**src/rtl/ibuf_config.svh**
```systemverilog
`ifndef IBUF_CONFIG_SVH
`define IBUF_CONFIG_SVH

// Fetch side.
`define IBUF_BLOCK_INSTS 4
`define FSQ_IDX_WIDTH 4

// Decode side.
`define IBUF_FETCH_WIDTH 4

// Bank count must cover both block size and fetch width.
`define IBUF_BANK_NUM 4
`define IBUF_BANK_DEPTH 4
`define IBUF_BANK_IDX_W $clog2(`IBUF_BANK_DEPTH)
`define IBUF_SIZE (`IBUF_BANK_NUM * `IBUF_BANK_DEPTH)

`endif

```
**src/rtl/frontend_pkg.sv**
```systemverilog
`include "ibuf_config.svh"

package frontend_pkg;

    typedef logic [31:0] inst_t; // One instruction word.

    typedef logic [`FSQ_IDX_WIDTH-1:0] fsq_idx_t;

    // Slot of an instruction inside its fetch block.
    typedef logic [$clog2(`IBUF_BLOCK_INSTS)-1:0] blk_offset_t;

    typedef struct packed {
        fsq_idx_t    idx;
        blk_offset_t offset;
    } fsq_info_t;

endpackage

```
**src/rtl/decode_pkg.sv**
```systemverilog
`include "ibuf_config.svh"

package decode_pkg;

    // One bank word.
    typedef struct packed {
        logic                   fault;
        frontend_pkg::fsq_info_t fsq_info;
        frontend_pkg::inst_t     inst;
    } ibuf_entry_t;

    // Up to IBUF_FETCH_WIDTH oldest entries, contiguous from lane 0.
    typedef struct packed {
        logic [`IBUF_FETCH_WIDTH-1:0]                          en;
        frontend_pkg::inst_t [`IBUF_FETCH_WIDTH-1:0]     inst;
        frontend_pkg::fsq_info_t [`IBUF_FETCH_WIDTH-1:0] fsq_info;
        logic [`IBUF_FETCH_WIDTH-1:0]                          fault;
    } fetch_bundle_t;

endpackage

```
**src/rtl/predecode_if.sv**
```systemverilog
`timescale 1ns/100ps
`include "ibuf_config.svh"

interface predecode_if;
    import frontend_pkg::*;

    logic [`IBUF_BLOCK_INSTS-1:0]     en;     // Thermometer of num.
    logic [$clog2(`IBUF_BLOCK_INSTS):0] num;
    inst_t [`IBUF_BLOCK_INSTS-1:0]    inst;   // Compacted lanes.
    blk_offset_t [`IBUF_BLOCK_INSTS-1:0] offset; // Original slot per lane.
    fsq_idx_t                         fsq_idx;
    logic                             iam;
    logic                             full;

    modport aligner (output en, num, inst, offset, fsq_idx, iam, input full);
    modport ibuf (input en, num, inst, offset, fsq_idx, iam, output full);

endinterface

```
**src/rtl/decode_issue.sv**
```systemverilog
`timescale 1ns/100ps
`include "ibuf_config.svh"

module decode_issue (
    input  logic                                             clk,
    input  logic                                             arst_n,
    input  logic                                             redirect,
    input  decode_pkg::fetch_bundle_t                        bundle,
    output logic                                             stall,
    input  logic                                             dec_ready,
    output logic [`IBUF_FETCH_WIDTH-1:0]                     dec_valid,
    output frontend_pkg::inst_t [`IBUF_FETCH_WIDTH-1:0]     dec_inst,
    output frontend_pkg::fsq_info_t [`IBUF_FETCH_WIDTH-1:0] dec_fsq_info,
    output logic                                             dec_fault
);
    import frontend_pkg::*;

    localparam int FW = `IBUF_FETCH_WIDTH;

    logic [FW-1:0]     valid_q;
    inst_t [FW-1:0]     inst_q;
    fsq_info_t [FW-1:0] info_q;
    logic              fault_q;
    logic              fault_hold; // Set after a fault until redirect.

    logic              load;
    logic [FW-1:0]     keep;
    logic              fault_seen;

    // Cut the bundle after the first faulting lane.
    always_comb begin : trunc
        logic seen;
        seen = 1'b0;
        for (int i = 0; i < FW; i++) begin
            keep[i] = bundle.en[i] & ~seen;
            seen    = seen | (bundle.en[i] & bundle.fault[i]);
        end
        fault_seen = seen;
    end

    assign load  = ~(|valid_q) | dec_ready;
    assign stall = ~load;

    always_ff @(posedge clk or negedge arst_n) begin
        if (!arst_n) begin
            valid_q    <= '0;
            fault_q    <= 1'b0;
            fault_hold <= 1'b0;
        end else if (redirect) begin
            valid_q    <= '0;
            fault_q    <= 1'b0;
            fault_hold <= 1'b0;
        end else if (load) begin
            if (fault_hold) begin
                valid_q <= '0; // Consumed but dropped.
                fault_q <= 1'b0;
            end else begin
                valid_q    <= keep;
                fault_q    <= fault_seen;
                fault_hold <= fault_seen;
            end
        end
    end

    always_ff @(posedge clk) begin
        if (load) begin
            inst_q <= bundle.inst;
            info_q <= bundle.fsq_info;
        end
    end

    assign dec_valid    = valid_q;
    assign dec_inst     = inst_q;
    assign dec_fsq_info = info_q;
    assign dec_fault    = fault_q;

endmodule

```
**src/rtl/ibuf_frontend_top.sv**
```systemverilog
`timescale 1ns/100ps
`include "ibuf_config.svh"

module ibuf_frontend_top (
    input  logic                                             clk,
    input  logic                                             arst_n,
    input  logic                                             redirect,
    input  logic                                             blk_valid,
    output logic                                             blk_ready,
    input  logic [`IBUF_BLOCK_INSTS-1:0]                     blk_mask,
    input  frontend_pkg::inst_t [`IBUF_BLOCK_INSTS-1:0]      blk_inst,
    input  frontend_pkg::fsq_idx_t                           blk_fsq_idx,
    input  logic                                             blk_iam,
    output logic [`IBUF_FETCH_WIDTH-1:0]                     dec_valid,
    output frontend_pkg::inst_t [`IBUF_FETCH_WIDTH-1:0]     dec_inst,
    output frontend_pkg::fsq_info_t [`IBUF_FETCH_WIDTH-1:0] dec_fsq_info,
    output logic                                             dec_fault,
    input  logic                                             dec_ready
);
    import decode_pkg::*;

    fetch_bundle_t bundle;
    logic          stall;

    predecode_if pd ();

    predecode_align i_align (
        .clk         (clk),
        .arst_n      (arst_n),
        .redirect    (redirect),
        .blk_valid   (blk_valid),
        .blk_ready   (blk_ready),
        .blk_mask    (blk_mask),
        .blk_inst    (blk_inst),
        .blk_fsq_idx (blk_fsq_idx),
        .blk_iam     (blk_iam),
        .pd          (pd.aligner)
    );

    inst_buffer i_ibuf (
        .clk      (clk),
        .arst_n   (arst_n),
        .redirect (redirect),
        .pd       (pd.ibuf),
        .stall    (stall),
        .bundle   (bundle)
    );

    // Issue register toward decode.
    decode_issue i_issue (
        .clk          (clk),
        .arst_n       (arst_n),
        .redirect     (redirect),
        .bundle       (bundle),
        .stall        (stall),
        .dec_ready    (dec_ready),
        .dec_valid    (dec_valid),
        .dec_inst     (dec_inst),
        .dec_fsq_info (dec_fsq_info),
        .dec_fault    (dec_fault)
    );

endmodule

```
**src/rtl/inst_buffer.sv**
```systemverilog
`timescale 1ns/100ps
`include "ibuf_config.svh"

module inst_buffer (
    input  logic                      clk,
    input  logic                      arst_n,
    input  logic                      redirect,
    predecode_if.ibuf                 pd,
    input  logic                      stall,
    output decode_pkg::fetch_bundle_t bundle
);
    import decode_pkg::*;

    localparam int NB    = `IBUF_BANK_NUM;
    localparam int FW    = `IBUF_FETCH_WIDTH;
    localparam int BW    = $clog2(`IBUF_BANK_NUM);
    localparam int IDX_W = `IBUF_BANK_IDX_W;
    localparam int PTR_W = $clog2(`IBUF_SIZE);
    localparam int CNT_W = PTR_W + 1;

    logic [CNT_W-1:0] count;
    logic [PTR_W-1:0] head;
    logic [PTR_W-1:0] tail;
    logic [IDX_W-1:0] windex [NB];
    logic [IDX_W-1:0] rindex [NB];

    ibuf_entry_t      wdata [NB];
    ibuf_entry_t      rdata [NB];

    logic             push;
    logic [NB-1:0]    we;
    logic [2*NB-1:0]  we_shift;
    logic [NB-1:0]    re;
    logic [2*NB-1:0]  re_shift;
    logic [FW-1:0]    offer_en;
    logic [CNT_W-1:0] offer_num;
    logic [CNT_W-1:0] pop_num;

    assign pd.full = (count + CNT_W'(pd.num)) > CNT_W'(`IBUF_SIZE);
    assign push    = pd.en[0] & ~pd.full;

    // Rotate lane enables onto the banks starting at the tail bank.
    assign we_shift = (2*NB)'(pd.en) << tail[BW-1:0];
    assign we       = (we_shift[NB-1:0] | we_shift[2*NB-1:NB]) & {NB{push}};

    assign offer_num = (count > CNT_W'(FW)) ? CNT_W'(FW) : count;
    assign pop_num   = stall ? '0 : offer_num;

    always_comb begin
        for (int i = 0; i < FW; i++) begin
            offer_en[i] = count > CNT_W'(i);
        end
    end

    assign re_shift = (2*NB)'(offer_en & {FW{~stall}}) << head[BW-1:0];
    assign re       = re_shift[NB-1:0] | re_shift[2*NB-1:NB];

    for (genvar j = 0; j < NB; j++) begin : g_bank
        logic [BW-1:0] lane;

        assign lane     = BW'(j) - tail[BW-1:0]; // Aligner lane landing in this bank.
        assign wdata[j] = '{fault:    pd.iam,
                            fsq_info: '{idx: pd.fsq_idx, offset: pd.offset[lane]},
                            inst:     pd.inst[lane]};

        inst_buffer_bank i_bank (
            .clk    (clk),
            .arst_n (arst_n),
            .we     (we[j]),
            .waddr  (windex[j]),
            .raddr  (rindex[j]),
            .din    (wdata[j]),
            .dout   (rdata[j])
        );
    end

    for (genvar i = 0; i < FW; i++) begin : g_lane
        logic [BW-1:0] bank;

        assign bank               = head[BW-1:0] + BW'(i);
        assign bundle.en[i]       = offer_en[i];
        assign bundle.inst[i]     = rdata[bank].inst;
        assign bundle.fsq_info[i] = rdata[bank].fsq_info;
        assign bundle.fault[i]    = rdata[bank].fault;
    end

    always_ff @(posedge clk or negedge arst_n) begin
        if (!arst_n) begin
            count <= '0;
            head  <= '0;
            tail  <= '0;
            for (int j = 0; j < NB; j++) begin
                windex[j] <= '0;
                rindex[j] <= '0;
            end
        end else if (redirect) begin
            count <= '0;
            head  <= '0;
            tail  <= '0;
            for (int j = 0; j < NB; j++) begin
                windex[j] <= '0;
                rindex[j] <= '0;
            end
        end else begin
            count <= count + (push ? CNT_W'(pd.num) : '0) - pop_num;
            head  <= head + pop_num[PTR_W-1:0];
            if (push) begin
                tail <= tail + PTR_W'(pd.num);
            end
            for (int j = 0; j < NB; j++) begin
                windex[j] <= windex[j] + IDX_W'(we[j]);
                rindex[j] <= rindex[j] + IDX_W'(re[j]);
            end
        end
    end

endmodule

```
**src/rtl/inst_buffer_bank.sv**
```systemverilog
`timescale 1ns/100ps
`include "ibuf_config.svh"

module inst_buffer_bank (
    input  logic                         clk,
    input  logic                         arst_n,
    input  logic                         we,
    input  logic [`IBUF_BANK_IDX_W-1:0]  waddr,
    input  logic [`IBUF_BANK_IDX_W-1:0]  raddr,
    input  decode_pkg::ibuf_entry_t      din,
    output decode_pkg::ibuf_entry_t      dout
);
    import decode_pkg::*;

    ibuf_entry_t mem [`IBUF_BANK_DEPTH];

    assign dout = mem[raddr]; // Read is combinational.

    always_ff @(posedge clk or negedge arst_n) begin
        if (!arst_n) begin
            for (int i = 0; i < `IBUF_BANK_DEPTH; i++) begin
                mem[i] <= '0;
            end
        end else if (we) begin
            mem[waddr] <= din;
        end
    end

endmodule

```
**src/rtl/predecode_align.sv**
```systemverilog
`timescale 1ns/100ps
`include "ibuf_config.svh"

module predecode_align (
    input  logic                                         clk,
    input  logic                                         arst_n,
    input  logic                                         redirect,
    input  logic                                         blk_valid,
    output logic                                         blk_ready,
    input  logic [`IBUF_BLOCK_INSTS-1:0]                 blk_mask,
    input  frontend_pkg::inst_t [`IBUF_BLOCK_INSTS-1:0]  blk_inst,
    input  frontend_pkg::fsq_idx_t                       blk_fsq_idx,
    input  logic                                         blk_iam,
    predecode_if.aligner                                 pd
);
    import frontend_pkg::*;

    localparam int B     = `IBUF_BLOCK_INSTS;
    localparam int NUM_W = $clog2(`IBUF_BLOCK_INSTS) + 1;

    inst_t [B-1:0]       c_inst;
    blk_offset_t [B-1:0] c_off;
    logic [NUM_W-1:0]    c_num;

    logic                valid_q;
    logic [NUM_W-1:0]    num_q;
    inst_t [B-1:0]       inst_q;
    blk_offset_t [B-1:0] off_q;
    fsq_idx_t            fsq_q;
    logic                iam_q;

    logic                accept;
    logic                xfer;

    // Pack set mask slots into the low lanes, oldest slot first.
    always_comb begin : compact
        logic [NUM_W-1:0] cnt;
        cnt    = '0;
        c_inst = '0;
        c_off  = '0;
        for (int s = 0; s < B; s++) begin
            if (blk_mask[s]) begin
                c_inst[cnt[NUM_W-2:0]] = blk_inst[s];
                c_off[cnt[NUM_W-2:0]]  = blk_offset_t'(s);
                cnt = cnt + 1'b1;
            end
        end
        c_num = cnt;
    end

    assign xfer      = valid_q & ~pd.full;
    assign blk_ready = ~valid_q | ~pd.full;
    assign accept    = blk_valid & blk_ready;

    always_ff @(posedge clk or negedge arst_n) begin
        if (!arst_n) begin
            valid_q <= 1'b0;
            num_q   <= '0;
        end else if (redirect) begin
            valid_q <= 1'b0;
        end else if (accept) begin
            valid_q <= |blk_mask; // Empty blocks are dropped here.
            num_q   <= c_num;
        end else if (xfer) begin
            valid_q <= 1'b0;
        end
    end

    always_ff @(posedge clk) begin
        if (accept) begin
            inst_q <= c_inst;
            off_q  <= c_off;
            fsq_q  <= blk_fsq_idx;
            iam_q  <= blk_iam;
        end
    end

    always_comb begin
        for (int i = 0; i < B; i++) begin
            pd.en[i] = valid_q && (num_q > NUM_W'(i));
        end
    end

    assign pd.num     = num_q;
    assign pd.inst    = inst_q;
    assign pd.offset  = off_q;
    assign pd.fsq_idx = fsq_q;
    assign pd.iam     = iam_q;

endmodule

```
**config.mk**
```make
export PLATFORM = sky130hd
export DESIGN_NAME = ibuf_frontend_top
export DESIGN_NICKNAME = d
export VERILOG_FILES = /design/src/rtl/frontend_pkg.sv /design/src/rtl/decode_pkg.sv /design/src/rtl/predecode_if.sv /design/src/rtl/decode_issue.sv /design/src/rtl/ibuf_frontend_top.sv /design/src/rtl/inst_buffer.sv /design/src/rtl/inst_buffer_bank.sv /design/src/rtl/predecode_align.sv
export VERILOG_INCLUDE_DIRS = /design/src /design/src/rtl
export SDC_FILE = /design/constraint.sdc
export NUM_CORES = 2
export LEC_CHECK = 0
export BUFFER_PORTS_ARGS = -buffer_cell sky130_fd_sc_hd__buf_2
export CAP_MARGIN = 15
export CORE_MARGIN = 2
export CORE_UTILIZATION = 55
export DETAILED_ROUTE_END_ITERATION = 10
export PLACE_DENSITY = 0.74
export SLEW_MARGIN = 0
export SYNTH_ARGS = -nofsm -noshare
export SYNTH_HDL_FRONTEND = slang
export SYNTH_SLANG_ARGS = --single-unit
```
**constraint.sdc**
```tcl
create_clock -name clk -period 5.19 [get_ports clk]
set_input_delay 0.2595 -clock clk [delete_from_list [all_inputs] [get_ports clk]]
set_output_delay 0.2595 -clock clk [all_outputs]
set_load 0.1 [all_outputs]
```
==> impl_metrics.env <==
export IMPL_cts_buffers=97
export IMPL_cts_sinks=952
export IMPL_cp_arrival_ns=4.36
export IMPL_gp_congestion=0.8488
export IMPL_timing_fmax_mhz=260.0
export IMPL_grt_max_degree=181
export IMPL_clkTransAtPathRegs_ns=0.07
export IMPL_yosysTopAreaCell="dfrtp_1"
export IMPL_synthTopCellsByArea="dfrtp_1, mux4_2, edfxtp_1"
export IMPL_worstSetupEndpointType="register"
export IMPL_wl_um=125300
export IMPL_vias_per_cell=6.569
export IMPL_finalClockSkew_ns=0.02836
export IMPL_grtUsageTotal_pct=29.03
export IMPL_period_minus_slack_ns=3.847
export IMPL_peakVddDrop_mv=0.5947
export IMPL_synth_top_area_share_pct=35.00
export IMPL_synth_edf_count=293
export IMPL_synth_top_flop_cell="dfrtp_1"
export IMPL_grt_pass1_vias=30311
export IMPL_num_vias=29102
export IMPL_ys_types=52
export IMPL_hold_class="input port to register"
export IMPL_post_drt_wl_per_cell_um=28.29
export IMPL_hpwlAfterDp_um=80600
export IMPL_cp_common_cell="inv_1"
export IMPL_die_h_um=296.7
export IMPL_fillers=5906
export IMPL_rsz0062_at_grt="no"
export IMPL_relSlewSlack_pct=24.34
export IMPL_synth_commonest_cells="dfrtp_1, mux2_2, mux4_2"
export IMPL_start_util_pct=55.42
export IMPL_dr_pass1_iters=8
export IMPL_p_leak_nw=23.06
export IMPL_clk_latency_ns=0.66
export IMPL_drc=0
export IMPL_post_cts_buffers=0
export IMPL_final_net_count=3376
export IMPL_design_core_area_sq_mm=0.08501
export IMPL_htreeDepth=3
export IMPL_cp_required_ns=5.70
export IMPL_status="finished, final reports clean"
export IMPL_slowest_delay_ns=0.74
export IMPL_cp_cell_sequence="ha_1, inv_1, fa_1, xor2_1, nand3b_1, o21ai_1, and3_1, ha_1, inv_1, fa_1, inv_1, a21o_1, a21oi_1, xnor2_1, nor2_1"
export IMPL_cts_max_path_buffers=3
export IMPL_power_density_mw_per_mm2=576.5
export IMPL_hold_ws_ns=0.02928
export IMPL_syn_to_final_growth_pct=14.98
export IMPL_regArea_sq_mm=0.02532
export IMPL_yosysMostFrequentCell="dfrtp_1"
export IMPL_drt_iter0_drc=2528
export IMPL_cp_max_fo=10
export IMPL_port_buffer_count=299
export IMPL_io_pins=300
export IMPL_power_total_mw=31.23
export IMPL_ctsHoldBuffers=91
export IMPL_synth_nets=3051
export IMPL_tightestPinTransition_ns=1.135
export IMPL_setup_viol=0
export IMPL_antenna_found_initial=9
export IMPL_ys_seq_area_share_pct=53.67
export IMPL_slew_viol_final=0
export IMPL_crit_slowest_cell="o21ai_1"
export IMPL_die_width_um=296.7
export IMPL_synth_seq_cells=952
export IMPL_cts_tree="built"
export IMPL_dieArea_sq_mm=0.08803
export IMPL_cts_root_buf="clkbuf_16"
export IMPL_gr_total_overflow=0
export IMPL_synth_cells=2876
export IMPL_synth_area_sq_mm=0.04712
export IMPL_cp_start_kind="register"
export IMPL_cap_violations=0
export IMPL_hold_viol_final=0
export IMPL_drive_above_1_share_pct=49.59
export IMPL_tns_ns=0
export IMPL_antenna_left=0
export IMPL_grt_first_pass_wirelength_um=187700
export IMPL_timing_final_crit_share_pct=74.12
export IMPL_async_flop_share_pct=69.22
export IMPL_yosysWarnings=0
export IMPL_cts_resized=0
export IMPL_multi_input_comb_area_sq_mm=0.02089
export IMPL_rows=107
export IMPL_avgSynthCellArea_sq_um=16.38
export IMPL_path_class="register to register"
[path summary, 6_finish.rpt]
check	from	endpoint	slack, ns	depth (start not counted)
worst max-delay path	i_align.pd.num[0]	i_ibuf.count[4]	1.34	15
worst min-delay path	blk_inst[117]	i_align.pd.inst[53]	0.03	3
worst max register to register	i_align.pd.num[0]	i_ibuf.count[4]	1.34	15
worst min register to register	i_ibuf.g_bank[2].i_bank.mem[42]	i_ibuf.g_bank[2].i_bank.mem[42]	0.49	1
max in group asynchronous	arst_n	i_ibuf.g_bank[2].i_bank.mem[30]	3.28	3
min in group asynchronous	arst_n	i_ibuf.g_bank[2].i_bank.mem[37]	0.32	2
[cells in the final DEF (no fill, tap or decap), drive strengths merged, types with 2 or more instances in the layout]
cell         instances
o31ai                2
edfxtp             293
bufinv              11
maj3                 2
dlygate4sd3         91
fa                   5
clkbuf             142
clkinv              27
or3                  2
nor2                30
xor2                 4
mux2i                7
a22o                35
nand3                6
or2                  3
dfrtp              659
nand3b               7
buf                367
xnor2               15
clkinvlp             2
a221o               32
o21ai              141
mux4               444
nand2              150
inv                 28
nor2b               12
mux2               627
o211ai               3
and2                 7
or4                  3
nor4                 3
a21o                 6
a22oi               32
nand2b               2
nor3                20
ha                  28
and3                 8
a21oi               21
[worst max-delay path: cells and delay by family, from the launching register on]
family / cells / cell delay, ns
compound gates: 3 / 0.92
simple gates: 3 / 0.48
buf+inv: 3 / 0.20
fa+ha+maj: 4 / 1.25
xor+xnor: 2 / 0.32
flops: 1 / 0.54
[where the power goes]
part | switching, mW | internal (mW) | leakage (nW) | total, mW
Sequential | 1.33 | 9.95 | 11.9 | 11.3
Clock | 2.93 | 4.46 | 1.69 | 7.39
Combinational | 8.00 | 4.57 | 9.43 | 12.6
[cell type report]
cell class | instances | area share (%)
tap | 1144 | 2.642
sequential | 952 | 46.74
inverter | 27 | 0.2055
clock inverter | 41 | 0.8938
multi-input combinational | 1665 | 38.55
clock buffer | 142 | 5.414
antenna | 1 | 0.004619
timing repair buffer | 458 | 5.543
[metrics by stage]
step / cell area, sq um / instances / util [%] / setup WS [ns]
floorplan: 47120 / 2876 / - / 0.2451
global placement: 49850 / 4155 / 58.63 / 1.383
detailed placement: 49850 / 4155 / 58.63 / 1.369
CTS: 54170 / 4429 / 63.72 / 1.334
global route: 54170 / 4429 / 63.72 / 1.091
finish: 54180 / 4430 / 63.73 / 1.343
[layer usage]
| metal | track usage (%) | part of all wire, % | vias to the layer above |
|---|---|---|---|
| met1 | 39.05 | 39 | 15518 |
| met3 | 5.529 | 8.0 | 263 |
| met5 | 0 | 0.055 | - |
| met4 | 10.62 | 3.5 | 10 |
| li1 | - | - | 12007 |
| met2 | 47.67 | 49 | 1304 |
[cell families after synthesis]
family / after synthesis / synth area share [%]
multiplexers: 1078 / 36.44
flip-flops: 952 / 53.67
AO/OA/AOI/OAI: 279 / 3.874
buffers and inverters: 259 / 2.289
AND/OR/NAND/NOR: 253 / 2.369
adder cells (fa/ha/maj): 35 / 0.9985
XOR/XNOR: 19 / 0.3532
other: 1 / 0.007959
[flip-flops by register name, indices dropped and copies added (netlist names)]
register,count
i_align.valid_q,1
i_align.pd.num,3
i_issue.dec_valid,4
i_ibuf.head,2
i_align.pd.inst,128
i_issue.dec_inst,128
i_ibuf.tail,2
i_ibuf.g_bank.i_bank.mem,624
i_align.pd.offset,8
i_issue.dec_fsq_info,24
i_ibuf.count,5
i_align.pd.iam,1
i_issue.fault_hold,1
i_ibuf.windex,8
i_align.pd.fsq_idx,4
i_ibuf.rindex,8
i_issue.dec_fault,1
No activity file was read; power rests on OpenSTA's default activity.
